### config.mk
export PLATFORM = sky130hd
export DESIGN_NAME = BusArbiter
export DESIGN_NICKNAME = d
export VERILOG_FILES = /design/src/Types.sv /design/src/BusArbiter.sv
export VERILOG_INCLUDE_DIRS = /design/src
export SDC_FILE = /design/constraint.sdc
export NUM_CORES = 1
export LEC_CHECK = 0
export ABC_AREA = 1
export ABC_CLOCK_PERIOD_IN_PS = 1400
export BUFFER_PORTS_ARGS = -buffer_cell sky130_fd_sc_hd__clkbuf_2
export CORE_AREA = 4 4 93 95
export CTS_CLUSTER_DIAMETER = 150
export CTS_CLUSTER_SIZE = 10
export DETAILED_ROUTE_END_ITERATION = 10
export DIE_AREA = 0 0 97 99
export MAX_ROUTING_LAYER = met4
export PLACE_DENSITY = 0.69
export REMOVE_ABC_BUFFERS = 1
export SLEW_MARGIN = 40
export SYNTH_ARGS = -nofsm -noshare
export SYNTH_HDL_FRONTEND = slang
export SYNTH_SLANG_ARGS = --single-unit
export TNS_END_PERCENT = 20
### constraint.sdc
create_clock -name i_clock -period 1.4 [get_ports i_clock]
set_clock_uncertainty 0.1 [all_clocks]
set_input_delay 0.14 -clock i_clock [delete_from_list [all_inputs] [get_ports i_clock]]
set_output_delay 0.14 -clock i_clock [all_outputs]
set_load 0.02 [all_outputs]
### src/RV_defines.svh
`ifndef RV_DEFINES_SVH
`define RV_DEFINES_SVH

// --------------------------------------------------
// Datapath widths
// --------------------------------------------------

// Width of one data word in bits
`define RV_DATA_WIDTH 32

// Byte address width for a 4 KiB space
`define RV_ADDR_WIDTH 12

// --------------------------------------------------
// Memory and program counter
// --------------------------------------------------

// Depth of the data memory in words
`define RV_MEM_WORDS 1024

// Sequential instruction step
`define RV_PC_STEP 4

`endif

### src/Types.sv
`include "RV_defines.svh"

package Types;

    // --------------------------------------------------
    // Basic datapath types
    // --------------------------------------------------

    typedef logic [`RV_DATA_WIDTH-1:0] Data;       // One data word
    typedef logic [`RV_ADDR_WIDTH-1:0] DataAddr;   // Byte address into data memory
    typedef logic [`RV_ADDR_WIDTH-1:0] InstAddr;   // Instruction address

    // Access size, same coding as the load/store funct3 field
    typedef enum logic [2:0] {
        SizeByte  = 3'b000,     // Signed byte
        SizeHalf  = 3'b001,     // Signed half
        SizeWord  = 3'b010,     // Full word
        SizeByteU = 3'b100,     // Unsigned byte
        SizeHalfU = 3'b101      // Unsigned half
    } AccessSize;

    // Write-back source select
    typedef enum logic [1:0] {
        WbAlu     = 2'b00,      // ALU result
        WbMem     = 2'b01,      // Extended load data
        WbPcPlus4 = 2'b10       // Return address
    } WbSel;

    // --------------------------------------------------
    // Wishbone classic bus
    // --------------------------------------------------

    typedef struct packed {
        logic                       cyc;    // Bus cycle in progress
        logic                       stb;    // Strobe
        logic                       we;     // Write enable
        logic [3:0]                 sel;    // Byte lane selects
        logic [`RV_ADDR_WIDTH-3:0]  adr;    // Word address
        Data                        dat;    // Write data
    } WbRequest;

    typedef struct packed {
        logic ack;                          // Single cycle acknowledge
        Data  dat;                          // Read data, valid with ack
    } WbResponse;

    // Per-instruction input of the memory stage
    typedef struct packed {
        InstAddr   pc;
        Data       result;                  // ALU result, also the access address
        Data       dataB;                   // Store data
        logic      memRead;
        logic      memWrite;
        AccessSize size;
        WbSel      regWrDataSel;
    } MemOp;

endpackage

### src/BusArbiter.sv
module BusArbiter
    import Types::*;
(
    input  logic      i_clock,
    input  logic      i_rstN,

    // Master 0 has priority
    input  WbRequest  i_req0,
    output WbResponse o_resp0,

    // Master 1
    input  WbRequest  i_req1,
    output WbResponse o_resp1,

    // Shared slave
    output WbRequest  o_slaveReq,
    input  WbResponse i_slaveResp);

    typedef enum logic [1:0] {
        GrantIdle,                      // No owner
        GrantM0,                        // Master 0 owns the bus
        GrantM1                         // Master 1 owns the bus
    } GrantState;

    GrantState grant;

    // --------------------------------------------------
    // Grant register
    // --------------------------------------------------

    always_ff @(posedge i_clock) begin
        if (!i_rstN) begin
            grant <= GrantIdle;
        end else begin
            case (grant)
                GrantIdle: begin
                    if (i_req0.cyc)
                        grant <= GrantM0;               // Lowest index wins
                    else if (i_req1.cyc)
                        grant <= GrantM1;
                end
                GrantM0: begin
                    if (!i_req0.cyc)
                        grant <= GrantIdle;             // Held for the whole bus cycle
                end
                GrantM1: begin
                    if (!i_req1.cyc)
                        grant <= GrantIdle;
                end
                default: grant <= GrantIdle;
            endcase
        end
    end

    // --------------------------------------------------
    // Request and response steering
    // --------------------------------------------------

    always_comb begin
        o_slaveReq = '0;                // Slave sees no cycle while idle
        o_resp0    = '0;                // Ungranted master sees no ack
        o_resp1    = '0;
        case (grant)
            GrantM0: begin
                o_slaveReq = i_req0;
                o_resp0    = i_slaveResp;
            end
            GrantM1: begin
                o_slaveReq = i_req1;
                o_resp1    = i_slaveResp;
            end
            default: begin
                o_slaveReq = '0;
            end
        endcase
    end

endmodule

==> impl_metrics.csv <==
group,metric,value,unit
outcome,status,"finished with violations",
outcome,violations,"negative setup slack",
sta,setup-violations-final,117,
sta,finalHoldViolations,0,
clock_network,cts_sinks,2,
global_route,grt_pass1_vias,2942,
synth,synth.top_cell.area_share,0.431,
sta,setup_ws,-0.320,ns
cells_and_area,finalNetCount,717,
cells_and_area,areaGrowthSynthToFinish,196,%
sta,finalCriticalPeriod,1.72,ns
power_and_ir_drop,intPower,1450,uW
drt,vias,3049,
synth,syn_area_per_cell,4.42,um2
worst_setup_path,arrival,1.48,ns
synth,synthCells,323,
sta,max_slew_margin,0.901,
cells_and_area,largestRegisters,"grant x2",
placement,post_dp_cell_area,2790,um2
sta,fmax,582,MHz
placement,routabilityCongestion,0.990,
power_and_ir_drop,leakage,0.00245,uW
power_and_ir_drop,ir_drop,0.423,mV
cells_and_area,layout_commonest_cell,"nand2_1",
power_and_ir_drop,comb_power_share,0.890,
cells_and_area,final_cell_mix,"nand2_1 (134), clkbuf_2 (132), buf_4 (53), inv_1 (43), clkbuf_8 (38)",
global_route,gr-total-overflow,0,
placement,pre_cts_slack,-0.187,ns
clock_network,ctsHoldBuffers,0,
worst_setup_path,worst-path-max-fanout,19,
sta,worst_slew_pin_slew,0.147,ns
clock_network,cts_root_buf,"clkbuf_8",
die,initial_core_util,0.185,
drt,drc_errors,0,
placement,dp.cells,659,
worst_hold_path,hp-class,"in2reg",
clock_network,clk_pin_slew_worst_paths,0.03,ns
die,die_width,97,um
placement,dpl.hpwl,6.14,mm
cells_and_area,drive_gt1_frac,0.665,
power_and_ir_drop,total_power,2800,uW
global_route,antenna_found_initial,0,
drt,viasPerCell,4.48,
drt,wl_per_cell,15.0,um
die,die-area,9600,um2
synth,yosysWarnings,0,
cells_and_area,seqCellArea,47.5,um2
drt,drtIter0Drc,96,
die,std_cell_rows,32,
clock_network,numCtsBuffers,3,
placement,io_buffers,247,
die,die_h,99,um
cells_and_area,stdcell_count,681,
cells_and_area,fin_util,0.547,
cells_and_area,stdcell_area,4230,um2
flow_run,cap_violations,0,
clock_network,cts_buffer_depth,2,
cells_and_area,n_antenna_cell,0,
die,core_area,7730,um2
global_route,grt_first_pass_wirelength,14.0,mm
cells_and_area,multi_input_area,1230,um2
worst_setup_path,worstSetupPathType,"reg2out",
drt,dr.pass1.iters,5,
worst_setup_path,critPathCaptureType,"output pin",
cells_and_area,fill_cells,693,
clock_network,tritoncts,"built",
power_and_ir_drop,p_switching,1350,uW
synth,ys_ff_latch,2,
drt,ant_nets,0,
synth,yosysUniqueCellTypes,16,
worst_setup_path,cp-start-kind,"register",
power_and_ir_drop,clkPwrFrac,0.081,
synth,syn-cell-area,1430,um2
synth,yosysTopAreaCell,"nand2_1",
power_and_ir_drop,power.share.switching,0.481,
global_route,grt_max_degree,24,
global_route,grt_use_total,0.183,
synth,yosys-top-cells-area,"nand2_1 (43%), inv_1 (19%), a21oi_1 (17%)",
power_and_ir_drop,seq_power_share,0.029,
cells_and_area,top_register,"grant",
sta,rsz0062_at_grt,"true",
sta,slew_violations,0,
clock_network,insertion_delay,0.21,ns
clock_network,cts.htree.levels,1,
power_and_ir_drop,powerDensity,662,nW/um2
synth,synth-seq-area-share,0.0280,
worst_setup_path,cp_data_required_time,1.16,ns
drt,drt_wl_total,10.2,mm
die,ioPinCount,248,
cells_and_area,largest_reg_flops,2,
sta,finalCritPeriodShare,1.23,
==> Yosys cell counts <==
library cell / instances
nand2_1: 164
ha_1: 3
inv_1: 71
nand3_1: 1
buf_2: 8
clkbuf_1: 2
a21oi_1: 49
nand2_2: 3
dfxtp_1: 2
nor2_1: 3
a21oi_2: 1
buf_6: 4
inv_2: 1
nand2_4: 1
o21ai_0: 1
buf_4: 9
==> metrics by stage <==
step / hold slack, ns / setup TNS (ns)
global placement: 0.270 / -5.49
finish: 0.0461 / -25.82
CTS: 0.0402 / -28.47
detailed placement: 0.269 / -7.28
global route: 0.0560 / -33.22
floorplan: 0.162 / -124.62
==> path summary, 6_finish.rpt <==
check | to | start | cells after the start | slack (ns)
max | o_slaveReq[4] | grant[1] | 7 | -0.32
min | grant[0] | i_rstN | 3 | 0.05
max reg2reg | grant[0] | grant[1] | 11 | -0.15
min reg2reg | grant[0] | grant[0] | 3 | 0.54
==> cells by family after synthesis <==
kind of cell | count (synthesis) | share of synthesized area
buffers and inverters | 95 | 0.301
adder cells (fa/ha/maj) | 3 | 0.0263
AO/OA/AOI/OAI | 51 | 0.181
flip-flops | 2 | 0.0280
AND/OR/NAND/NOR | 172 | 0.463
==> metal layers <==
| metal | wire, um | up-vias | track usage |
|---|---|---|---|
| li1 | - | 1450 | - |
| met1 | 3460 | 1366 | 0.183 |
| met2 | 5440 | 196 | 0.349 |
| met3 | 819 | 37 | 0.0198 |
| met4 | 474 | 0 | 0.0918 |
| met5 | 0 | - | - |
==> critical path, stage by stage, from the launching register on <==
cell,delay (ns)
dfxtp_4,0.35
inv_4,0.08
ha_4,0.17
buf_12,0.11
buf_12,0.14
nand2_1,0.08
a21oi_2,0.16
clkbuf_8,0.17
==> power by group through the flow <==
stage	registers [uW]	logic [uW]	clock network [uW]
2_1_floorplan	69.9	823	0
3_3_place_gp	70.8	1490	0
3_5_place_dp	71.5	1510	0
4_1_cts	80.5	2200	235
5_1_grt	82.5	2640	242
6_report	81.2	2490	227
==> layout make-up <==
cell class,count,area share
multi-input combinational,226,0.290
clock buffer,3,0.00976
sequential,2,0.0112
inverter,72,0.0657
tap,102,0.0302
timing repair buffer,276,0.593
==> repair_timing <==
action | 4_1_cts | 5_1_grt
gates resized for setup | 190 | 195
setup endpoints to repair | 117 | 117
gates cloned | 8 | 3
pin swaps | 24 | 13
buffers inserted | 9 | 0
(Power assumes the default switching activity.)
