**src/RV_defines.svh**
```systemverilog
`ifndef RV_DEFINES_SVH
`define RV_DEFINES_SVH

// --------------------------------------------------
// Datapath widths
// --------------------------------------------------

// Width of one data word in bits
`define RV_DATA_WIDTH 32

// Byte address width for a 4 KiB space
`define RV_ADDR_WIDTH 12

// --------------------------------------------------
// Memory and program counter
// --------------------------------------------------

// Depth of the data memory in words
`define RV_MEM_WORDS 1024

// Sequential instruction step
`define RV_PC_STEP 4

`endif

```
**src/Types.sv**
```systemverilog
`include "RV_defines.svh"

package Types;

    // --------------------------------------------------
    // Basic datapath types
    // --------------------------------------------------

    typedef logic [`RV_DATA_WIDTH-1:0] Data;       // One data word
    typedef logic [`RV_ADDR_WIDTH-1:0] DataAddr;   // Byte address into data memory
    typedef logic [`RV_ADDR_WIDTH-1:0] InstAddr;   // Instruction address

    // Access size, same coding as the load/store funct3 field
    typedef enum logic [2:0] {
        SizeByte  = 3'b000,     // Signed byte
        SizeHalf  = 3'b001,     // Signed half
        SizeWord  = 3'b010,     // Full word
        SizeByteU = 3'b100,     // Unsigned byte
        SizeHalfU = 3'b101      // Unsigned half
    } AccessSize;

    // Write-back source select
    typedef enum logic [1:0] {
        WbAlu     = 2'b00,      // ALU result
        WbMem     = 2'b01,      // Extended load data
        WbPcPlus4 = 2'b10       // Return address
    } WbSel;

    // --------------------------------------------------
    // Wishbone classic bus
    // --------------------------------------------------

    typedef struct packed {
        logic                       cyc;    // Bus cycle in progress
        logic                       stb;    // Strobe
        logic                       we;     // Write enable
        logic [3:0]                 sel;    // Byte lane selects
        logic [`RV_ADDR_WIDTH-3:0]  adr;    // Word address
        Data                        dat;    // Write data
    } WbRequest;

    typedef struct packed {
        logic ack;                          // Single cycle acknowledge
        Data  dat;                          // Read data, valid with ack
    } WbResponse;

    // Per-instruction input of the memory stage
    typedef struct packed {
        InstAddr   pc;
        Data       result;                  // ALU result, also the access address
        Data       dataB;                   // Store data
        logic      memRead;
        logic      memWrite;
        AccessSize size;
        WbSel      regWrDataSel;
    } MemOp;

endpackage

```
**src/FetchPort.sv**
```systemverilog
module FetchPort
    import Types::*;
(
    input  logic      i_clock,
    input  logic      i_rstN,

    input  logic      i_fetchReq,       // Start one fetch
    input  InstAddr   i_fetchAddr,
    output Data       o_inst,
    output logic      o_instValid,      // One cycle pulse with o_inst

    output WbRequest  o_wbReq,          // Fetch master on the arbiter
    input  WbResponse i_wbResp);

    logic    busy;                      // Read cycle open on the bus
    InstAddr fetchAddr;                 // Latched request address
    Data     instWord;

    // --------------------------------------------------
    // Request tracking
    // --------------------------------------------------

    always_ff @(posedge i_clock) begin
        if (!i_rstN) begin
            busy        <= 1'b0;
            o_instValid <= 1'b0;
        end else begin
            o_instValid <= busy & i_wbResp.ack;     // Pulse the cycle after ack
            if (!busy && i_fetchReq)
                busy <= 1'b1;
            else if (busy && i_wbResp.ack)
                busy <= 1'b0;                       // Release cyc after ack
        end
    end

    always_ff @(posedge i_clock) begin
        if (!busy && i_fetchReq)
            fetchAddr <= i_fetchAddr;
        if (busy && i_wbResp.ack)
            instWord <= i_wbResp.dat;               // Word arrives with ack
    end

    assign o_inst = instWord;

    // --------------------------------------------------
    // Bus request
    // --------------------------------------------------

    always_comb begin
        o_wbReq     = '0;
        o_wbReq.cyc = busy;
        o_wbReq.stb = busy;
        o_wbReq.we  = 1'b0;                         // Fetch only reads
        o_wbReq.sel = 4'b1111;
        o_wbReq.adr = fetchAddr[$bits(InstAddr)-1:2];
    end

endmodule

```
**config.mk**
```make
export PLATFORM = sky130hd
export DESIGN_NAME = FetchPort
export DESIGN_NICKNAME = d
export VERILOG_FILES = /design/src/Types.sv /design/src/FetchPort.sv
export VERILOG_INCLUDE_DIRS = /design/src
export SDC_FILE = /design/constraint.sdc
export NUM_CORES = 1
export LEC_CHECK = 0
export BUFFER_PORTS_ARGS = -buffer_cell sky130_fd_sc_hd__buf_2
export CAP_MARGIN = 20
export CORE_UTILIZATION = 35
export CTS_BUF_LIST = sky130_fd_sc_hd__clkbuf_4 sky130_fd_sc_hd__clkbuf_8 sky130_fd_sc_hd__clkbuf_16
export CTS_CLUSTER_SIZE = 25
export DETAILED_ROUTE_END_ITERATION = 12
export PLACE_DENSITY_LB_ADDON = 0.12
export REMOVE_ABC_BUFFERS = 1
export SLEW_MARGIN = 20
export SYNTH_ARGS = -nofsm -noshare
export SYNTH_HDL_FRONTEND = slang
export SYNTH_SLANG_ARGS = --single-unit
```
**constraint.sdc**
```tcl
create_clock -name i_clock -period 1.1 [get_ports i_clock]
set_input_delay 0.165 -clock i_clock [delete_from_list [all_inputs] [get_ports i_clock]]
set_output_delay 0.165 -clock i_clock [all_outputs]
set_load 0.01 [all_outputs]
```
==> flow_metrics.env, run 1 <==
export IMPL_fillCellCount=409
export IMPL_setup_viol=0
export IMPL_grt_max_degree=15
export IMPL_fp_dieH_um=70.4
export IMPL_synth_seq_area_share_pct=79.6
export IMPL_core_um2=4410
export IMPL_yosysMostFrequentCell="edfxtp_1"
export IMPL_critPathMaxFanout=4
export IMPL_synth_common_cells="42 x edfxtp_1, 39 x buf_4, 2 x conb_1, 2 x dfxtp_1"
export IMPL_reg2reg_depth=2
export IMPL_worst_slack_ps=53.0
export IMPL_post_cts_buffers=0
export IMPL_hp_class="primary input to register"
export IMPL_worstHoldEndpoint="o_inst[23]$_DFFE_PP_"
export IMPL_holdBufCountCts=0
export IMPL_cts_sinks=44
export IMPL_cts_tree="done"
export IMPL_max_freq_ghz=0.955
export IMPL_clock_root_buffer="clkbuf_8"
export IMPL_wl_um=2970
export IMPL_grt_use_total_pct=12.4
export IMPL_gr_usage_met2_pct=21.3
export IMPL_finalClockSkew_ps=3.63
export IMPL_ys_seq_elements=44
export IMPL_antenna_found_initial=0
export IMPL_finalCritPeriodShare_pct=95.2
export IMPL_drt_iter0_markers=35
export IMPL_area_growth_pct=30.0
export IMPL_crit_arrival_ps=880
export IMPL_gr_usage_met3_pct=5.05
export IMPL_gp_congestion=0.662
export IMPL_drc_errors=0
export IMPL_finalHoldViolCount=0
export IMPL_drive_above_1_share_pct=55.6
export IMPL_viasPerCell=3.97
export IMPL_synth_edf_count=42
export IMPL_synth_area_um2=1640
export IMPL_synth_warnings=0
export IMPL_cp_start_kind="register"
export IMPL_synth_top_area_cell="edfxtp_1"
export IMPL_detail_route_antenna_nets=0
export IMPL_clk_latency_ps=290
export IMPL_utilization_pct=48.2
export IMPL_grt_first_pass_wirelength_um=4410
export IMPL_die_area_um2=4950
export IMPL_dr_pass1_iters=3
export IMPL_die_x_um=70.4
export IMPL_io_pins=130
export IMPL_async_flop_share_pct=0
export IMPL_clk_path_buf_depth=2
export IMPL_antenna_cells=0
export IMPL_slew_viol_final=0
export IMPL_start_util_pct=37.0
export IMPL_cts_htree_levels=2
export IMPL_yosysTopAreaCellShare_pct=77.1
export IMPL_hold_start="i_wbResp[23]"
export IMPL_status="finished, final reports clean"
export IMPL_path_class="register to primary output"
export IMPL_cts_buffers=5
export IMPL_multi_input_area_um2=173
export IMPL_cap_viol_max_count=0
export IMPL_post_drt_wl_per_cell_um=12.4
export IMPL_dp_hpwl_um=2360
export IMPL_period_needed_ps=1050
export IMPL_fin_tns_setup_ps=0
export IMPL_register_area_um2=1300
export IMPL_reg2reg_to="o_inst[6]$_DFFE_PP_"
export IMPL_overflow=0
export IMPL_ir_drop_uv=623
export IMPL_cp_end_kind="primary output"
export IMPL_grt_use_met1_pct=12.7
export IMPL_rows=24
export IMPL_busiest_layer="met2"
export IMPL_cp_required_ps=940
export IMPL_min_path_cells=1
export IMPL_io_buffers=90
export IMPL_post_cts_resize_count=0
export IMPL_grt_pass1_vias=892
export IMPL_r2r_setup_slack_ps=100
export IMPL_num_vias=948
export IMPL_synth_area_top_cells="edfxtp_1 77%, buf_4 18%, dfxtp_1 2.4%"
export IMPL_synthDistinctLibCells=9
export IMPL_reg2reg_from="busy$_SDFFE_PN0P_"
export IMPL_final_nets=234
export IMPL_synth_cells=90
export IMPL_clk_pin_slew_ps=70
export IMPL_p_leak_nw=0.971
export IMPL_rsz0062_at_grt="no"
export IMPL_p_per_area_nw_per_um2=1510
export IMPL_place_ws_ps=80.0
export IMPL_postSynthAreaPerCell_um2=18.2
export IMPL_synth_top_flop_cell="edfxtp_1"
## metal layers
layer	wire, µm	vias up
li1	-	429
met1	1000	432
met2	1530	82
met3	363	5
met4	70	0
met5	0	-
## cells by family (layout without fill, tap and decap cells)
family                 Yosys count  in the layout  share of synthesized area (%)
and+or+nand+nor                  4              4                           1.76
AOI/OAI and AO/OA                1              1                          0.306
buffers and inverters           39            101                           17.9
DFF                             44             44                           79.6
other                            2             37                          0.459
## how the worst max path moves through the flow
stage | start | end | slack [ps] | depth (start not counted)
after CTS | busy$_SDFFE_PN0P_ | o_wbReq[48] | 20 | 2
after detailed placement | busy$_SDFFE_PN0P_ | o_inst[4]$_DFFE_PP_ | 80 | 2
after floorplan | busy$_SDFFE_PN0P_ | o_inst[0]$_DFFE_PP_ | -90 | 1
final | busy$_SDFFE_PN0P_ | o_wbReq[48] | 50 | 2
after global placement | busy$_SDFFE_PN0P_ | o_inst[9]$_DFFE_PP_ | 90 | 2
after global routing | busy$_SDFFE_PN0P_ | o_wbReq[48] | 9 | 2
## power breakdown
part	internal (mW)	total (mW)	switching, mW
Sequential	1.92	1.94	0.0163
Combinational	0.124	0.305	0.181
Clock	0.491	0.968	0.477
## metrics by stage
step	cell area, µm²	hold WS, ps	std cells	power, mW
final	2130	49.0	239	3.21
after global placement	2040	343	231	2.27
after detailed placement	2040	343	231	2.28
after global routing	2130	33.8	239	3.36
after CTS	2120	38.3	239	3.26
after floorplan	1470	264	86	2.10
## registers in the layout, summed over array words and instances (netlist names)
| signal | cells |
|---|---|
| busy | 1 |
| fetchAddr | 10 |
| o_inst | 32 |
| o_instValid | 1 |
## cell type report
type	instances	area share (%)
multi-input combinational	42	8.12
sequential	44	61.3
clock buffer	7	3.94
timing repair buffer	93	23.4
clock inverter	1	0.177
tap	52	3.06
## placed cells by master, fill, tap and decap left out
cell,instances
buf_4,1
clkbuf_8,5
buf_2,90
conb_1,37
and2_4,1
dfxtp_2,1
o21ai_0,1
clkbuf_4,2
clkinv_1,1
and3_2,1
and2b_2,1
dfxtp_1,1
nor2_1,1
edfxtp_1,42
buf_12,2
## worst max-delay path: stages, from the launching register on
cell and delay, ps:
dfxtp_2 330, buf_4 140, buf_2 130
No activity file was read; power rests on OpenSTA's default activity.
==> run 2: changes to the inputs <==
- CELL_PAD_IN_SITES_DETAIL_PLACEMENT: unset -> 1
- CELL_PAD_IN_SITES_GLOBAL_PLACEMENT: unset -> 2
- CORE_UTILIZATION: 35 -> 21
- REMOVE_ABC_BUFFERS: 1 -> unset
==> run 2 against run 1 <==
Via count rose by 0.84%; die area rose by 65%; flip-flop and latch count did not move; core utilization fell by 19 points; clock power rose by 0.9%; total power rose by 0.30%; global-route usage fell by 3.8 points; final cell count rose by 21%; maximum frequency rose by 3.0%; largest cell class unchanged; largest power group unchanged.
==> flow_metrics.env, run 2 (same netlist as run 1, synthesis figures left out) <==
export IMPL_clock_root_buffer="clkbuf_8"
export IMPL_period_needed_ps=1020
export IMPL_largest_reg_flops=32
export IMPL_cts_sinks=44
export IMPL_gp_congestion=0.680
export IMPL_drc_errors=0
export IMPL_critPathTopFamily="flip-flops"
export IMPL_io_buffers=90
export IMPL_area_growth_pct=33.7
export IMPL_ir_drop_uv=335
export IMPL_clk_pin_slew_ps=80
export IMPL_reg2reg_from="busy$_SDFFE_PN0P_"
export IMPL_wl_um=3400
export IMPL_core_um2=7410
export IMPL_clk_latency_ps=290
export IMPL_grt_use_total_pct=8.54
export IMPL_finalHoldViolCount=0
export IMPL_io_pins=130
export IMPL_whs_ps=47.1
export IMPL_die_area_um2=8140
export IMPL_cp_required_ps=1100
export IMPL_antenna_found_initial=0
export IMPL_final_nets=236
export IMPL_drt_iter0_markers=17
export IMPL_cts_tree="done"
export IMPL_finalCritPeriodShare_pct=92.4
export IMPL_cp_start_kind="register"
export IMPL_holdBufCountCts=0
export IMPL_critPathBufInv=1
export IMPL_slowest_delay_ps=370
export IMPL_critPathMaxFanout=18
export IMPL_overflow=0
export IMPL_crit_arrival_ps=1020
export IMPL_cp_cell_sequence="and2_4 > buf_12"
export IMPL_hp_class="primary input to register"
export IMPL_cts_buffers=5
export IMPL_post_cts_resize_count=1
export IMPL_cp_endpoint="o_inst[31]$_DFFE_PP_"
export IMPL_post_cts_buffers=0
export IMPL_rsz0062_at_grt="no"
export IMPL_cp_end_kind="register"
export IMPL_reg2reg_depth=2
export IMPL_instances_no_fill=288
export IMPL_post_place_cells=280
export IMPL_grt_max_degree=19
export IMPL_antenna_cells=0
export IMPL_setup_viol=0
export IMPL_critPathSlowestCell="dfxtp_2"
export IMPL_p_per_area_nw_per_um2=1470
export IMPL_max_freq_ghz=0.984
export IMPL_cts_htree_levels=2
export IMPL_cap_viol_max_count=0
export IMPL_fillCellCount=833
export IMPL_num_vias=956
export IMPL_multi_input_area_um2=173
export IMPL_finalClockSkew_ps=4.93
export IMPL_reg2reg_to="o_inst[31]$_DFFE_PP_"
export IMPL_post_drt_wl_per_cell_um=11.8
export IMPL_cp_depth=2
export IMPL_final_common_cell="buf_2"
export IMPL_p_leak_nw=0.974
export IMPL_status="finished, final reports clean"
export IMPL_viasPerCell=3.32
export IMPL_r2r_setup_slack_ps=80
export IMPL_startpoint="busy$_SDFFE_PN0P_"
export IMPL_rows=31
export IMPL_start_util_pct=22.1
export IMPL_path_class="register to register"
export IMPL_dr_pass1_iters=4
export IMPL_fin_tns_setup_ps=0
export IMPL_final_cell_area_um2=2190
export IMPL_register_area_um2=1300
export IMPL_detail_route_antenna_nets=0
export IMPL_most_common_layout_cells="90 x buf_2, 42 x edfxtp_1, 37 x conb_1"
export IMPL_grt_first_pass_wirelength_um=5190
export IMPL_slew_viol_final=0
export IMPL_die_x_um=90.2
export IMPL_fp_dieH_um=90.2
export IMPL_dp_hpwl_um=2810
export IMPL_drive_above_1_share_pct=56.1
export IMPL_clk_path_buf_depth=2
export IMPL_post_dp_cell_area_um2=2100
export IMPL_grt_pass1_vias=1000
[run 2: worst register-to-register path: stages (launching register included)]
cell and delay, ps:
dfxtp_2 370, and2_4 200, buf_12 160
[run 2: area by class of cell]
| type | count | share of cell area, % |
|---|---|---|
| clock buffers | 6 | 3.49 |
| clock inverters | 2 | 0.515 |
| well taps | 99 | 5.66 |
| flip-flops and latches | 44 | 59.6 |
| multi-input cells | 42 | 7.89 |
| repair buffers | 95 | 22.9 |
[run 2: worst min path at each step]
stage	startpoint	slack, ps	endpoint	cells past startpoint
global route	i_wbResp[15]	20	o_inst[15]$_DFFE_PP_	1
floorplan	i_fetchAddr[10]	260	fetchAddr[10]$_DFFE_PP_	0
CTS	i_wbResp[27]	30	o_inst[27]$_DFFE_PP_	1
finish	i_wbResp[10]	50	o_inst[10]$_DFFE_PP_	1
detailed placement	i_wbResp[16]	340	o_inst[16]$_DFFE_PP_	1
global placement	i_wbResp[27]	340	o_inst[27]$_DFFE_PP_	1
[run 2: metal layers]
| metal | up-vias | wire, µm | GRT usage, % |
|---|---|---|---|
| li1 | 432 | - | - |
| met1 | 440 | 1290 | 9.08 |
| met2 | 80 | 1700 | 14.6 |
| met3 | 4 | 368 | 3.89 |
| met4 | 0 | 39 | 3.63 |
| met5 | - | 0 | 0 |
[run 2: power by group]
| part | internal, mW | switching (mW) | total (mW) | leakage (nW) |
|---|---|---|---|---|
| sequential | 1.92 | 0.0182 | 1.94 | 0.407 |
| combinational | 0.123 | 0.182 | 0.305 | 0.524 |
| clock | 0.465 | 0.512 | 0.977 | 0.0423 |
[run 2: through the flow]
stage               worst slack [ps]  util, %  total power [mW]
detailed placement              7.97     28.3              2.28
finish                          83.9     29.5              3.22
floorplan                       42.2        -              2.21
global route                    34.0     29.5              3.40
CTS                             45.9     29.5              3.29
global placement                37.7     28.3              2.28
