$ cat config.mk
export PLATFORM = sky130hd
export DESIGN_NAME = StageMEM
export DESIGN_NICKNAME = d
export VERILOG_FILES = /design/src/Types.sv /design/src/StageMEM.sv
export VERILOG_INCLUDE_DIRS = /design/src
export SDC_FILE = /design/constraint.sdc
export NUM_CORES = 1
export LEC_CHECK = 0
export ABC_CLOCK_PERIOD_IN_PS = 8000
export BUFFER_PORTS_ARGS = -buffer_cell sky130_fd_sc_hd__buf_4
export CAP_MARGIN = 20
export CORE_MARGIN = 2
export CORE_UTILIZATION = 50
export DETAILED_ROUTE_END_ITERATION = 8
export PLACE_DENSITY = 0.81
export SETUP_SLACK_MARGIN = 0.3
export SKIP_LAST_GASP = 1
export SYNTH_ARGS = -nofsm -noshare
export SYNTH_HDL_FRONTEND = slang
export SYNTH_SLANG_ARGS = --single-unit
$ cat constraint.sdc
create_clock -name i_clock -period 8 [get_ports i_clock]
set_clock_uncertainty 0.15 [all_clocks]
set_input_delay 0.4 -clock i_clock [delete_from_list [all_inputs] [get_ports i_clock]]
set_output_delay 0.4 -clock i_clock [all_outputs]
set_load 0.005 [all_outputs]
$ cat src/RV_defines.svh
`ifndef RV_DEFINES_SVH
`define RV_DEFINES_SVH

// --------------------------------------------------
// Datapath widths
// --------------------------------------------------

// Width of one data word in bits
`define RV_DATA_WIDTH 32

// Byte address width for a 4 KiB space
`define RV_ADDR_WIDTH 12

// --------------------------------------------------
// Memory and program counter
// --------------------------------------------------

// Depth of the data memory in words
`define RV_MEM_WORDS 1024

// Sequential instruction step
`define RV_PC_STEP 4

`endif

$ cat src/Types.sv
`include "RV_defines.svh"

package Types;

    // --------------------------------------------------
    // Basic datapath types
    // --------------------------------------------------

    typedef logic [`RV_DATA_WIDTH-1:0] Data;       // One data word
    typedef logic [`RV_ADDR_WIDTH-1:0] DataAddr;   // Byte address into data memory
    typedef logic [`RV_ADDR_WIDTH-1:0] InstAddr;   // Instruction address

    // Access size, same coding as the load/store funct3 field
    typedef enum logic [2:0] {
        SizeByte  = 3'b000,     // Signed byte
        SizeHalf  = 3'b001,     // Signed half
        SizeWord  = 3'b010,     // Full word
        SizeByteU = 3'b100,     // Unsigned byte
        SizeHalfU = 3'b101      // Unsigned half
    } AccessSize;

    // Write-back source select
    typedef enum logic [1:0] {
        WbAlu     = 2'b00,      // ALU result
        WbMem     = 2'b01,      // Extended load data
        WbPcPlus4 = 2'b10       // Return address
    } WbSel;

    // --------------------------------------------------
    // Wishbone classic bus
    // --------------------------------------------------

    typedef struct packed {
        logic                       cyc;    // Bus cycle in progress
        logic                       stb;    // Strobe
        logic                       we;     // Write enable
        logic [3:0]                 sel;    // Byte lane selects
        logic [`RV_ADDR_WIDTH-3:0]  adr;    // Word address
        Data                        dat;    // Write data
    } WbRequest;

    typedef struct packed {
        logic ack;                          // Single cycle acknowledge
        Data  dat;                          // Read data, valid with ack
    } WbResponse;

    // Per-instruction input of the memory stage
    typedef struct packed {
        InstAddr   pc;
        Data       result;                  // ALU result, also the access address
        Data       dataB;                   // Store data
        logic      memRead;
        logic      memWrite;
        AccessSize size;
        WbSel      regWrDataSel;
    } MemOp;

endpackage

$ cat src/StageMEM.sv
`include "RV_defines.svh"

module StageMEM
    import Types::*;
(
    input  logic      i_clock,
    input  logic      i_rstN,

    input  logic      i_start,          // One instruction per pulse
    input  MemOp      i_op,
    output logic      o_done,           // Pulses when o_regWrData is valid
    output Data       o_regWrData,

    output WbRequest  o_wbReq,          // Data master on the arbiter
    input  WbResponse i_wbResp);

    typedef enum logic [1:0] {StIdle, StBus, StDone} StageState;

    StageState state;
    MemOp      opReg;                   // Op captured on start
    Data       loadData;                // Extended load word

    DataAddr    addr;
    logic [1:0] offset;
    logic       access;
    logic [3:0] storeSel;
    Data        storeData;
    Data        shifted;
    Data        extended;
    InstAddr    pcPlus4;

    assign addr   = opReg.result[$bits(DataAddr)-1:0];
    assign offset = addr[1:0];          // Byte lane within the word
    assign access = i_op.memRead | i_op.memWrite;

    // --------------------------------------------------
    // Control FSM
    // --------------------------------------------------

    always_ff @(posedge i_clock) begin
        if (!i_rstN) begin
            state <= StIdle;
        end else begin
            case (state)
                StIdle:  if (i_start) state <= access ? StBus : StDone;
                StBus:   if (i_wbResp.ack) state <= StDone;   // Drop cyc right after ack
                StDone:  state <= StIdle;
                default: state <= StIdle;
            endcase
        end
    end

    always_ff @(posedge i_clock) begin
        if (state == StIdle && i_start)
            opReg <= i_op;
        if (state == StBus && i_wbResp.ack)
            loadData <= extended;       // Capture with ack
    end

    assign o_done = (state == StDone);

    // --------------------------------------------------
    // Store lane placement
    // --------------------------------------------------

    always_comb begin
        storeData = opReg.dataB << {offset, 3'b000};
        case (opReg.size)
            SizeByte, SizeByteU: storeSel = 4'b0001 << offset;
            SizeHalf, SizeHalfU: storeSel = 4'b0011 << offset;
            default:             storeSel = 4'b1111;
        endcase
    end

    always_comb begin
        o_wbReq     = '0;
        o_wbReq.cyc = (state == StBus);
        o_wbReq.stb = (state == StBus);
        o_wbReq.we  = opReg.memWrite;
        o_wbReq.sel = opReg.memWrite ? storeSel : 4'b1111;   // Reads take the whole word
        o_wbReq.adr = addr[$bits(DataAddr)-1:2];
        o_wbReq.dat = storeData;
    end

    // --------------------------------------------------
    // Load extension and write-back select
    // --------------------------------------------------

    always_comb begin
        shifted = i_wbResp.dat >> {offset, 3'b000};   // Wanted lane down to bit 0
        case (opReg.size)
            SizeByte:  extended = {{(`RV_DATA_WIDTH-8){shifted[7]}}, shifted[7:0]};
            SizeHalf:  extended = {{(`RV_DATA_WIDTH-16){shifted[15]}}, shifted[15:0]};
            SizeByteU: extended = {{(`RV_DATA_WIDTH-8){1'b0}}, shifted[7:0]};
            SizeHalfU: extended = {{(`RV_DATA_WIDTH-16){1'b0}}, shifted[15:0]};
            default:   extended = shifted;
        endcase
    end

    assign pcPlus4 = opReg.pc + InstAddr'(`RV_PC_STEP);

    always_comb begin
        case (opReg.regWrDataSel)
            WbMem:     o_regWrData = loadData;
            WbPcPlus4: o_regWrData = {{(`RV_DATA_WIDTH-$bits(InstAddr)){1'b0}}, pcPlus4};
            default:   o_regWrData = opReg.result;              // WbAlu
        endcase
    end

endmodule

==> results of run 1 <==
worst max-delay path, stage by stage, from the launching register on:
cell	delay [ns]
sky130_fd_sc_hd__edfxtp_1	0.40
sky130_fd_sc_hd__ha_2	0.98
sky130_fd_sc_hd__nor2b_1	0.39
sky130_fd_sc_hd__a22oi_1	0.30
sky130_fd_sc_hd__o21ai_0	0.17
sky130_fd_sc_hd__buf_4	0.16
final timing paths:
path | endpoint | slack, ns | cells past startpoint
setup / recovery | o_regWrData[8] | 4.52 | 5
hold / removal | loadData[28] | 0.02 | 3
setup reg to reg | loadData[20] | 5.13 | 5
hold reg to reg | state[1] | 0.35 | 1
power by group through the flow:
stage / Clock (W) / Combinational [W] / Sequential, W
finish: 0.000621 / 0.000303 / 0.000740
global route: 0.000655 / 0.000327 / 0.000742
CTS: 0.000620 / 0.000296 / 0.000738
detailed placement: 0 / 0.000261 / 0.000750
global placement: 0 / 0.000255 / 0.000747
floorplan: 0 / 0.000130 / 0.000748
per-layer routing:
metal  global-route usage [%]  part of all wire (%)
met1                     30.8                    36
met2                     49.7                    52
met3                     10.3                   9.6
met4                     13.6                   3.1
met5                        0                     0
state kept, by name, indices dropped and copies added, names as in the netlist:
signal,count
addr,2
o_wbReq,11
loadData,32
state,2
opReg,69
per-stage QoR:
step / util (%) / area (um2)
final: 77.1 / 8320
after global routing: 77.1 / 8320
after CTS: 77.1 / 8320
after detailed placement: 64.8 / 6990
after global placement: 64.8 / 6990
after floorplan: - / 5500
synth_stat cells, drive strengths merged:
cell,number,share of area [%]
a211oi,15,2.0
a21boi,7,0.96
a21oi,23,2.1
a221oi,2,0.32
a22o,8,1.3
a22oi,5,0.68
a2bb2oi,1,0.27
and2,10,1.1
and3,1,0.11
and4,1,0.16
buf,23,2.8
clkbuf,17,1.2
dfxtp,2,0.73
edfxtp,114,62
ha,3,0.68
inv,8,0.55
mux2,1,0.20
mux2i,26,4.7
nand2,66,4.5
nand2b,2,0.23
nand3,3,0.27
nand3b,1,0.14
nand4,2,0.23
nand4b,1,0.16
nor2,17,1.2
nor2b,21,2.4
nor3b,5,0.68
nor4,1,0.11
o21a,2,0.41
o21ai,35,3.3
o221ai,4,0.64
o22ai,7,0.80
o31ai,7,0.96
or2,2,0.23
or3,2,0.23
or4b,1,0.18
xnor2,2,0.32
xor2,5,0.80
cell type report:
type	instances	share of cell area (%)
Multi-Input combinational cell	289	21.5
Clock inverter	9	0.511
Timing Repair Buffer	290	28.8
Clock buffer	20	5.11
Sequential cell	116	41.6
Inverter	8	0.361
Tap cell	140	2.11
cells by family (layout without fill, tap and decap cells):
group                      Yosys count  after routing  share of synthesized area, %
AOI/OAI and AO/OA                  116            116                          13.8
adders and majority gates            3              3                         0.683
buffers and inverters               48            327                          4.55
and+or+nand+nor                    136            136                          11.9
DFF                                116            116                          63.0
muxes                               27             27                          4.94
xor gates and xnor gates             7              7                          1.12
cells in the final DEF, fill, tap and decap left out, types with 2 or more instances in the layout:
cell type                       synthesis  final
sky130_fd_sc_hd__buf_4                 12    204
sky130_fd_sc_hd__xor2_1                 5      5
sky130_fd_sc_hd__inv_1                  8      8
sky130_fd_sc_hd__o21ai_0               33     33
sky130_fd_sc_hd__a211oi_1              15     15
sky130_fd_sc_hd__nor2b_1               21     21
sky130_fd_sc_hd__xnor2_1                2      2
sky130_fd_sc_hd__nand3_1                3      3
sky130_fd_sc_hd__or3_1                  2      2
sky130_fd_sc_hd__a21boi_0               7      7
sky130_fd_sc_hd__o21ai_2                2      2
sky130_fd_sc_hd__ha_1                   3      2
sky130_fd_sc_hd__clkbuf_16              0     16
sky130_fd_sc_hd__or2_2                  2      2
sky130_fd_sc_hd__a221oi_1               2      2
sky130_fd_sc_hd__mux2i_1               26     26
sky130_fd_sc_hd__a22o_1                 8      8
sky130_fd_sc_hd__o22ai_1                7      7
sky130_fd_sc_hd__a22oi_1                5      5
sky130_fd_sc_hd__dlygate4sd3_1          0     86
sky130_fd_sc_hd__nand2_1               66     66
sky130_fd_sc_hd__o221ai_1               4      4
sky130_fd_sc_hd__clkinv_1               0      4
sky130_fd_sc_hd__o31ai_1                7      7
sky130_fd_sc_hd__edfxtp_1             114    114
sky130_fd_sc_hd__clkinv_2               0      4
sky130_fd_sc_hd__nand2b_1               2      2
sky130_fd_sc_hd__and2_1                10     10
sky130_fd_sc_hd__clkbuf_1              17      3
sky130_fd_sc_hd__dfxtp_1                2      2
sky130_fd_sc_hd__nand4_1                2      2
sky130_fd_sc_hd__nor2_1                17     17
sky130_fd_sc_hd__nor3b_1                5      4
sky130_fd_sc_hd__a21oi_1               23     23
==> results.yml, run 1 <==
critical_path:
  critical_path.endpoint_type: "output port"
  critical_path.startpoint: "opReg[1]"
  crit_fanout: 58
  startpoint_type: "flop"
  rr_startpoint: "addr[0]"
  required_ns: 7.45
  cp.arrival_ns: 2.93
  timing.setup.critical_path_class: "reg -> out"
clock_network:
  cts_hold_repair.buffers: 86
  clock-root-buffer: "sky130_fd_sc_hd__clkbuf_8"
  clock_tree_from_tritoncts: "built"
  cts_made_buffers: 17
  cts_htree_levels: 4
  cts_num_sinks: 116
  cts_buffer_depth: 2
  clock_insertion_delay_worst_skew_ns: 0.53
  cts.repair_timing.setup_buffer_count: 0
  number_of_resized_instances_in_the_post_cts_repair_step: 0
  worst_setup_hold_path_clk_slew_ns: 0.06
sta:
  worst_slew_pin_slew_ns: 1.06
  report.final.hold_viol_count: 0
  setup_violations: 0
  setup_tns_ns: 0
  min_period_ns: 3.48
  slew_headroom_pct: 29.3
  finalWorstSetupSlack_ns: 4.52
  hold-worst-slack_ns: 0.0211
  slew_violations: 0
  highest_clock_frequency_the_design_can_meet_mhz: 287
  setup_repair_after_global_routing_missed_its_margin: "false"
  timing.final.crit_share_pct: 43.6
floorplan:
  fp.dieArea_mm2: 0.0118
  chipHeight_um: 109
  num_io_pins: 201
  die_width_um: 109
  row_count: 38
  core_mm2: 0.0108
  initial_core_util_pct: 50.9
layout:
  layout.area.seq_mm2: 0.00346
  multi_input_comb_area_mm2: 0.00179
  post_layout_nonfiller_instances: 872
  area_delta_synth_final_pct: 51.4
  final_net_count: 844
  share_of_final_layout_standard_cells_stronger_than_drive_strength_1_pct: 32.1
  n_antenna_cell: 0
  n_fill_cell: 623
power_and_ir_drop:
  p_int_w: 0.00125
  power.net_switching_w: 0.000417
  power.leakage_nw: 3.41
  vdd.ir_drop.worst_uv: 156
  power.share.sequential_pct: 44.4
  power.share.combinational_pct: 18.2
  switching_share_pct: 25.1
  power.density_cell_area_mw_per_mm2: 200
  p_clk_share_pct: 37.3
  report.power.total_w: 0.00166
route:
  drt_iter0_markers: 366
  detailed_route_wire_length_per_cell_um: 19.1
  remaining_routing_drc_violations: 0
  route.vias.total: 4815
  drt-vias-per-instance: 5.52
  drtPass1Iterations: 5
  postRouteWirelength_um: 16700
  postRouteAntennaNets: 0
global_route:
  pin_count_of_the_biggest_net_entering_global_routing: 84
  grt_pass1_vias: 4855
  gr-usage-all-layers_pct: 28.5
  wire_length_of_the_first_global_routing_pass_um: 24700
  grt_residual_overflow: 0
  grt_antenna_before_repair: 0
place:
  detailedPlacementHpwl_um: 9980
  placement.setup.worst_slack_ns: 5.09
  buffer_ports.inserted: 200
  finalWeightedCongestion: 0.924
  number_of_cells_in_the_design_after_placement: 757
job:
  max_cap_violations: 0
logic_synthesis:
  synth_area_per_cell_um2: 12.1
  post_synth_inst_count: 453
  synth_fp_nets: 575
  yosysSeqAreaShare_pct: 63.0
  cell_area_after_synthesis_mm2: 0.00550
  synth.yosys.warnings: 0
  post_synth_num_cell_types: 44
  ff_latch_count_synth: 116
min_path:
  holdCritStartpoint: "i_wbResp[28]"
  min-delay-path-class: "in -> reg"
status:
  outcome: "completed"
(Power assumes the default switching activity.)
==> run 2, diff against run 1 <==
Settings changed: ABC_CLOCK_PERIOD_IN_PS 8000 to 3500.
Clock period 8 ns to 3.5 ns, I/O delays scaled along.
==> results.yml, run 2 (synthesized netlist as in run 1, its figures left out) <==
floorplan:
  core_mm2: 0.0108
  row_count: 38
  num_io_pins: 201
  fp.dieArea_mm2: 0.0118
  chipHeight_um: 109
  die_width_um: 109
  initial_core_util_pct: 50.9
power_and_ir_drop:
  power.density_cell_area_mw_per_mm2: 442
  vdd.ir_drop.worst_uv: 330
  power.leakage_nw: 3.61
min_path:
  worstHoldPathCells: 4
  min-delay-path-class: "in -> reg"
clock_network:
  clock-root-buffer: "sky130_fd_sc_hd__clkbuf_8"
  clock_insertion_delay_worst_skew_ns: 0.52
  number_of_resized_instances_in_the_post_cts_repair_step: 0
  cts_num_sinks: 116
  cts_buffer_depth: 2
  worst_setup_hold_path_clk_slew_ns: 0.06
  cts_made_buffers: 17
  cts_htree_levels: 4
  clock_tree_from_tritoncts: "built"
global_route:
  grt_residual_overflow: 0
  grt_pass1_vias: 5248
  gr-usage-all-layers_pct: 30.5
  pin_count_of_the_biggest_net_entering_global_routing: 84
  grt_antenna_before_repair: 0
  wire_length_of_the_first_global_routing_pass_um: 26600
job:
  max_cap_violations: 0
route:
  postRouteAntennaNets: 0
  drt-vias-per-instance: 5.56
  drt_iter0_markers: 441
  remaining_routing_drc_violations: 0
  drtPass1Iterations: 5
  route.vias.total: 5089
  postRouteWirelength_um: 17800
  detailed_route_wire_length_per_cell_um: 19.5
sta:
  report.final.hold_viol_count: 0
  setup_tns_ns: 0
  setup_violations: 0
  setup_repair_after_global_routing_missed_its_margin: "false"
  worst_slew_pin_slew_ns: 0.835
  hold-worst-slack_ns: 0.0467
  slew_headroom_pct: 44.2
  min_period_ns: 2.99
  timing.final.crit_share_pct: 85.3
  highest_clock_frequency_the_design_can_meet_mhz: 335
  slew_violations: 0
layout:
  area_delta_synth_final_pct: 59.1
  share_of_final_layout_standard_cells_stronger_than_drive_strength_1_pct: 31.1
  registers.top_by_ff_count: "opReg"
  mostFrequentLayoutCell: "sky130_fd_sc_hd__buf_4"
  final_net_count: 886
  most-common-layout-cells: "sky130_fd_sc_hd__buf_4, sky130_fd_sc_hd__dlygate4sd3_1, sky130_fd_sc_hd__edfxtp_1"
  n_antenna_cell: 0
  max_reg_flops: 69
critical_path:
  timing.setup.critical_path_class: "reg -> out"
  startpoint_type: "flop"
  rrSetupSlack_ns: 0.59
  r2r_cells: 5
  required_ns: 3.17
  cp.arrival_ns: 2.66
  crit_fanout: 28
  critical_path.endpoint_type: "output port"
place:
  buffer_ports.inserted: 200
  detailedPlacementHpwl_um: 10400
  finalWeightedCongestion: 0.847
status:
  outcome: "completed"
run 2: cell types whose count changed in the layout (fill, tap and decap cells not counted), sizes merged:
cell         delta
buf             +6
clkinvlp        -1
clkinv          +2
dlygate4sd3    +36
run 2: final cells by class:
class                           instances  area [um2]
Clock inverter                         10        43.8
Inverter                                8        30.0
Clock buffer                           20         425
Sequential cell                       116        3460
Multi-Input combinational cell        289        1800
Fill cell                             554        2050
Tap cell                              140         175
Timing Repair Buffer                  332        2810
run 2: metal layers:
layer | GRT usage [%] | share of wire (%) | routed length [um] | vias up
li1 | - | - | - | 2296
met1 | 33.3 | 35 | 6250 | 2376
met2 | 54.6 | 52 | 9300 | 362
met3 | 8.85 | 9.8 | 1750 | 55
met4 | 14.0 | 2.9 | 512 | 0
met5 | 0 | 0 | 0 | -
run 2: repair_timing:
| item | in CTS | in global routing |
|---|---|---|
| setup endpoints to repair | 0 | 5 |
| hold buffers | 122 | 0 |
| setup buffers | 0 | 2 |
| hold endpoints to repair | 111 | 0 |
run 2: worst max-delay path: stages (launching register included):
cell and delay (ns):
sky130_fd_sc_hd__edfxtp_1 0.41, sky130_fd_sc_hd__inv_1 0.08, sky130_fd_sc_hd__ha_2 0.43, sky130_fd_sc_hd__nor2b_1 0.72
sky130_fd_sc_hd__a22oi_1 0.18, sky130_fd_sc_hd__o21ai_0 0.15, sky130_fd_sc_hd__buf_4 0.15
run 2: final timing paths:
| path | start | end |
|---|---|---|
| max reg2reg | addr[1] | loadData[0] |
| min reg2reg | state[1] | state[1] |
| max | opReg[0] | o_regWrData[8] |
| min | i_wbResp[7] | loadData[7] |
run 2: report_power, final:
group	switching (W)	total [W]	internal, W
clock network	0.000581	0.00142	0.000838
registers	0.0000529	0.00169	0.00164
logic	0.000342	0.000755	0.000413
run 2: per-stage QoR:
step | cells | power, W | worst slack (ns) | utilization (%) | instance area (um2)
after CTS | 913 | 0.00383 | 0.424 | 80.9 | 8730
final | 915 | 0.00387 | 0.513 | 81.0 | 8740
after global routing | 915 | 0.00400 | 0.442 | 81.0 | 8740
after global placement | 761 | 0.00230 | 1.11 | 65.2 | 7040
after floorplan | 453 | 0.00200 | 0.434 | - | 5510
after detailed placement | 761 | 0.00232 | 1.00 | 65.2 | 7040
==> run 3, diff against run 2 <==
Settings changed: CTS_BUF_LIST from default to sky130_fd_sc_hd__clkbuf_16.
==> results.yml, run 3 (synthesized netlist as in run 1, its figures left out) <==
status:
  outcome: "completed"
place:
  buffer_ports.inserted: 200
  finalWeightedCongestion: 0.847
  detailedPlacementHpwl_um: 10400
  placement.setup.worst_slack_ns: 1.00
  placedInstanceArea_mm2: 0.00704
global_route:
  wire_length_of_the_first_global_routing_pass_um: 25100
  grt_pass1_vias: 5054
  grt_residual_overflow: 0
  pin_count_of_the_biggest_net_entering_global_routing: 84
  grt_antenna_before_repair: 0
  gr-usage-all-layers_pct: 28.7
route:
  postRouteWirelength_um: 16600
  drt-vias-per-instance: 5.55
  route.vias.total: 4926
  detail_route.wirelength.met1_um: 6080
  drt_iter0_markers: 390
  maxUsedRoutingLayer: "met4"
  drtPass1Iterations: 4
  remaining_routing_drc_violations: 0
  met3_length_um: 1600
  detailed_route_wire_length_per_cell_um: 18.7
  met2_length_um: 8320
  postRouteAntennaNets: 0
layout:
  final_net_count: 859
  area_delta_synth_final_pct: 54.5
  final_cell_area_mm2: 0.00849
  max_reg_flops: 69
  most-common-layout-cells: "sky130_fd_sc_hd__buf_4, sky130_fd_sc_hd__edfxtp_1, sky130_fd_sc_hd__dlygate4sd3_1"
  share_of_final_layout_standard_cells_stronger_than_drive_strength_1_pct: 32.0
  n_antenna_cell: 0
  registers.top_by_ff_count: "opReg"
  mostFrequentLayoutCell: "sky130_fd_sc_hd__buf_4"
power_and_ir_drop:
  power.density_cell_area_mw_per_mm2: 450
  report.power.total_w: 0.00382
  vdd.ir_drop.worst_uv: 326
  power.leakage_nw: 3.51
critical_path:
  crit_fanout: 30
  rr_startpoint: "addr[0]"
  crit-reg2reg-capture: "loadData[18]"
  critical_path.endpoint_type: "output port"
  cp.arrival_ns: 2.63
  required_ns: 3.17
  r2r_cells: 4
  startpoint_type: "flop"
  rrSetupSlack_ns: 0.98
  timing.setup.critical_path_class: "reg -> out"
sta:
  timing.final.crit_share_pct: 84.5
  report.final.hold_viol_count: 0
  setup_violations: 0
  setup_repair_after_global_routing_missed_its_margin: "false"
  slew_headroom_pct: 44.1
  highest_clock_frequency_the_design_can_meet_mhz: 338
  worst_slew_pin_slew_ns: 0.837
  finalWorstSetupSlack_ns: 0.542
  setup_tns_ns: 0
  min_period_ns: 2.96
  slew_violations: 0
min_path:
  min_to: "loadData[3]"
  holdCritStartpoint: "i_wbResp[11]"
  min-delay-path-class: "in -> reg"
  worstHoldPathCells: 3
floorplan:
  fp.dieArea_mm2: 0.0118
  core_mm2: 0.0108
  initial_core_util_pct: 50.9
  chipHeight_um: 109
  num_io_pins: 201
  die_width_um: 109
  row_count: 38
clock_network:
  clock_insertion_delay_worst_skew_ns: 0.41
  worst_setup_hold_path_clk_slew_ns: 0.05
  cts_buffer_depth: 2
  clock_tree_from_tritoncts: "built"
  cts.repair_timing.setup_buffer_count: 0
  cts_num_sinks: 116
  cts_made_buffers: 17
  cts_htree_levels: 4
  clock-root-buffer: "sky130_fd_sc_hd__clkbuf_16"
job:
  max_cap_violations: 0
-- run 3: cell count changes in the layout (fill, tap and decap cells not counted) --
| cell | delta |
|---|---|
| sky130_fd_sc_hd__dlygate4sd3_1 | -25 |
| sky130_fd_sc_hd__clkbuf_1 | -3 |
| sky130_fd_sc_hd__inv_1 | +3 |
| sky130_fd_sc_hd__buf_4 | -2 |
| sky130_fd_sc_hd__clkbuf_16 | +1 |
| sky130_fd_sc_hd__clkbuf_8 | -1 |
-- run 3: timing repair --
item / CTS / global route
hold endpoints to repair: 96 / 0
resized for setup: 0 / 0
hold buffers: 97 / 0
setup endpoints to repair: 0 / 0
-- run 3: worst max path at each step --
stage          startpoint     endpoint  slack [ns]  cells past startpoint
6_report          addr[0]  o_wbReq[27]        0.54                      6
5_1_grt           addr[0]  o_wbReq[31]        0.41                      6
4_1_cts           addr[0]  o_wbReq[31]        0.54                      6
3_5_place_dp      addr[0]  o_wbReq[31]        1.00                      6
3_3_place_gp      addr[0]  o_wbReq[30]        1.11                      6
2_1_floorplan    state[1]      addr[0]        0.43                      1
-- run 3: where the power goes --
group | leakage (nW) | switching [W] | internal [W]
Combinational | 2.16 | 0.000323 | 0.000384
Sequential | 1.10 | 0.0000550 | 0.00164
Clock | 0.253 | 0.000555 | 0.000862
-- run 3: area by class of cell --
class	count	area, um2
clock inverters	13	55.1
well taps	140	175
inverters	8	30.0
clock buffers	17	425
flip-flops and latches	116	3460
multi-input cells	289	1800
repair buffers	305	2540
fillers	596	2300
-- run 3: layer usage --
| layer | track usage [%] | vias to the layer above |
|---|---|---|
| met2 | 49.1 | 297 |
| li1 | - | 2243 |
| met3 | 9.21 | 57 |
| met5 | 0 | - |
| met4 | 15.0 | 0 |
| met1 | 31.9 | 2329 |
-- run 3: critical path, cell delays in order, from the launching register on --
cell and delay, ns:
sky130_fd_sc_hd__edfxtp_1 0.80, sky130_fd_sc_hd__buf_4 0.36, sky130_fd_sc_hd__buf_4 0.39, sky130_fd_sc_hd__nor2b_1 0.09, sky130_fd_sc_hd__a211oi_1 0.29, sky130_fd_sc_hd__a21oi_1 0.10, sky130_fd_sc_hd__buf_4 0.19
-- run 3: metrics by stage --
| stage | hold slack (ns) | util, % | std cells |
|---|---|---|---|
| floorplan | 0.124 | - | 453 |
| finish | 0.0211 | 78.7 | 888 |
| detailed placement | 0.204 | 65.2 | 761 |
| global route | 0.0145 | 78.7 | 888 |
| CTS | 0.00422 | 78.7 | 888 |
| global placement | 0.203 | 65.2 | 761 |
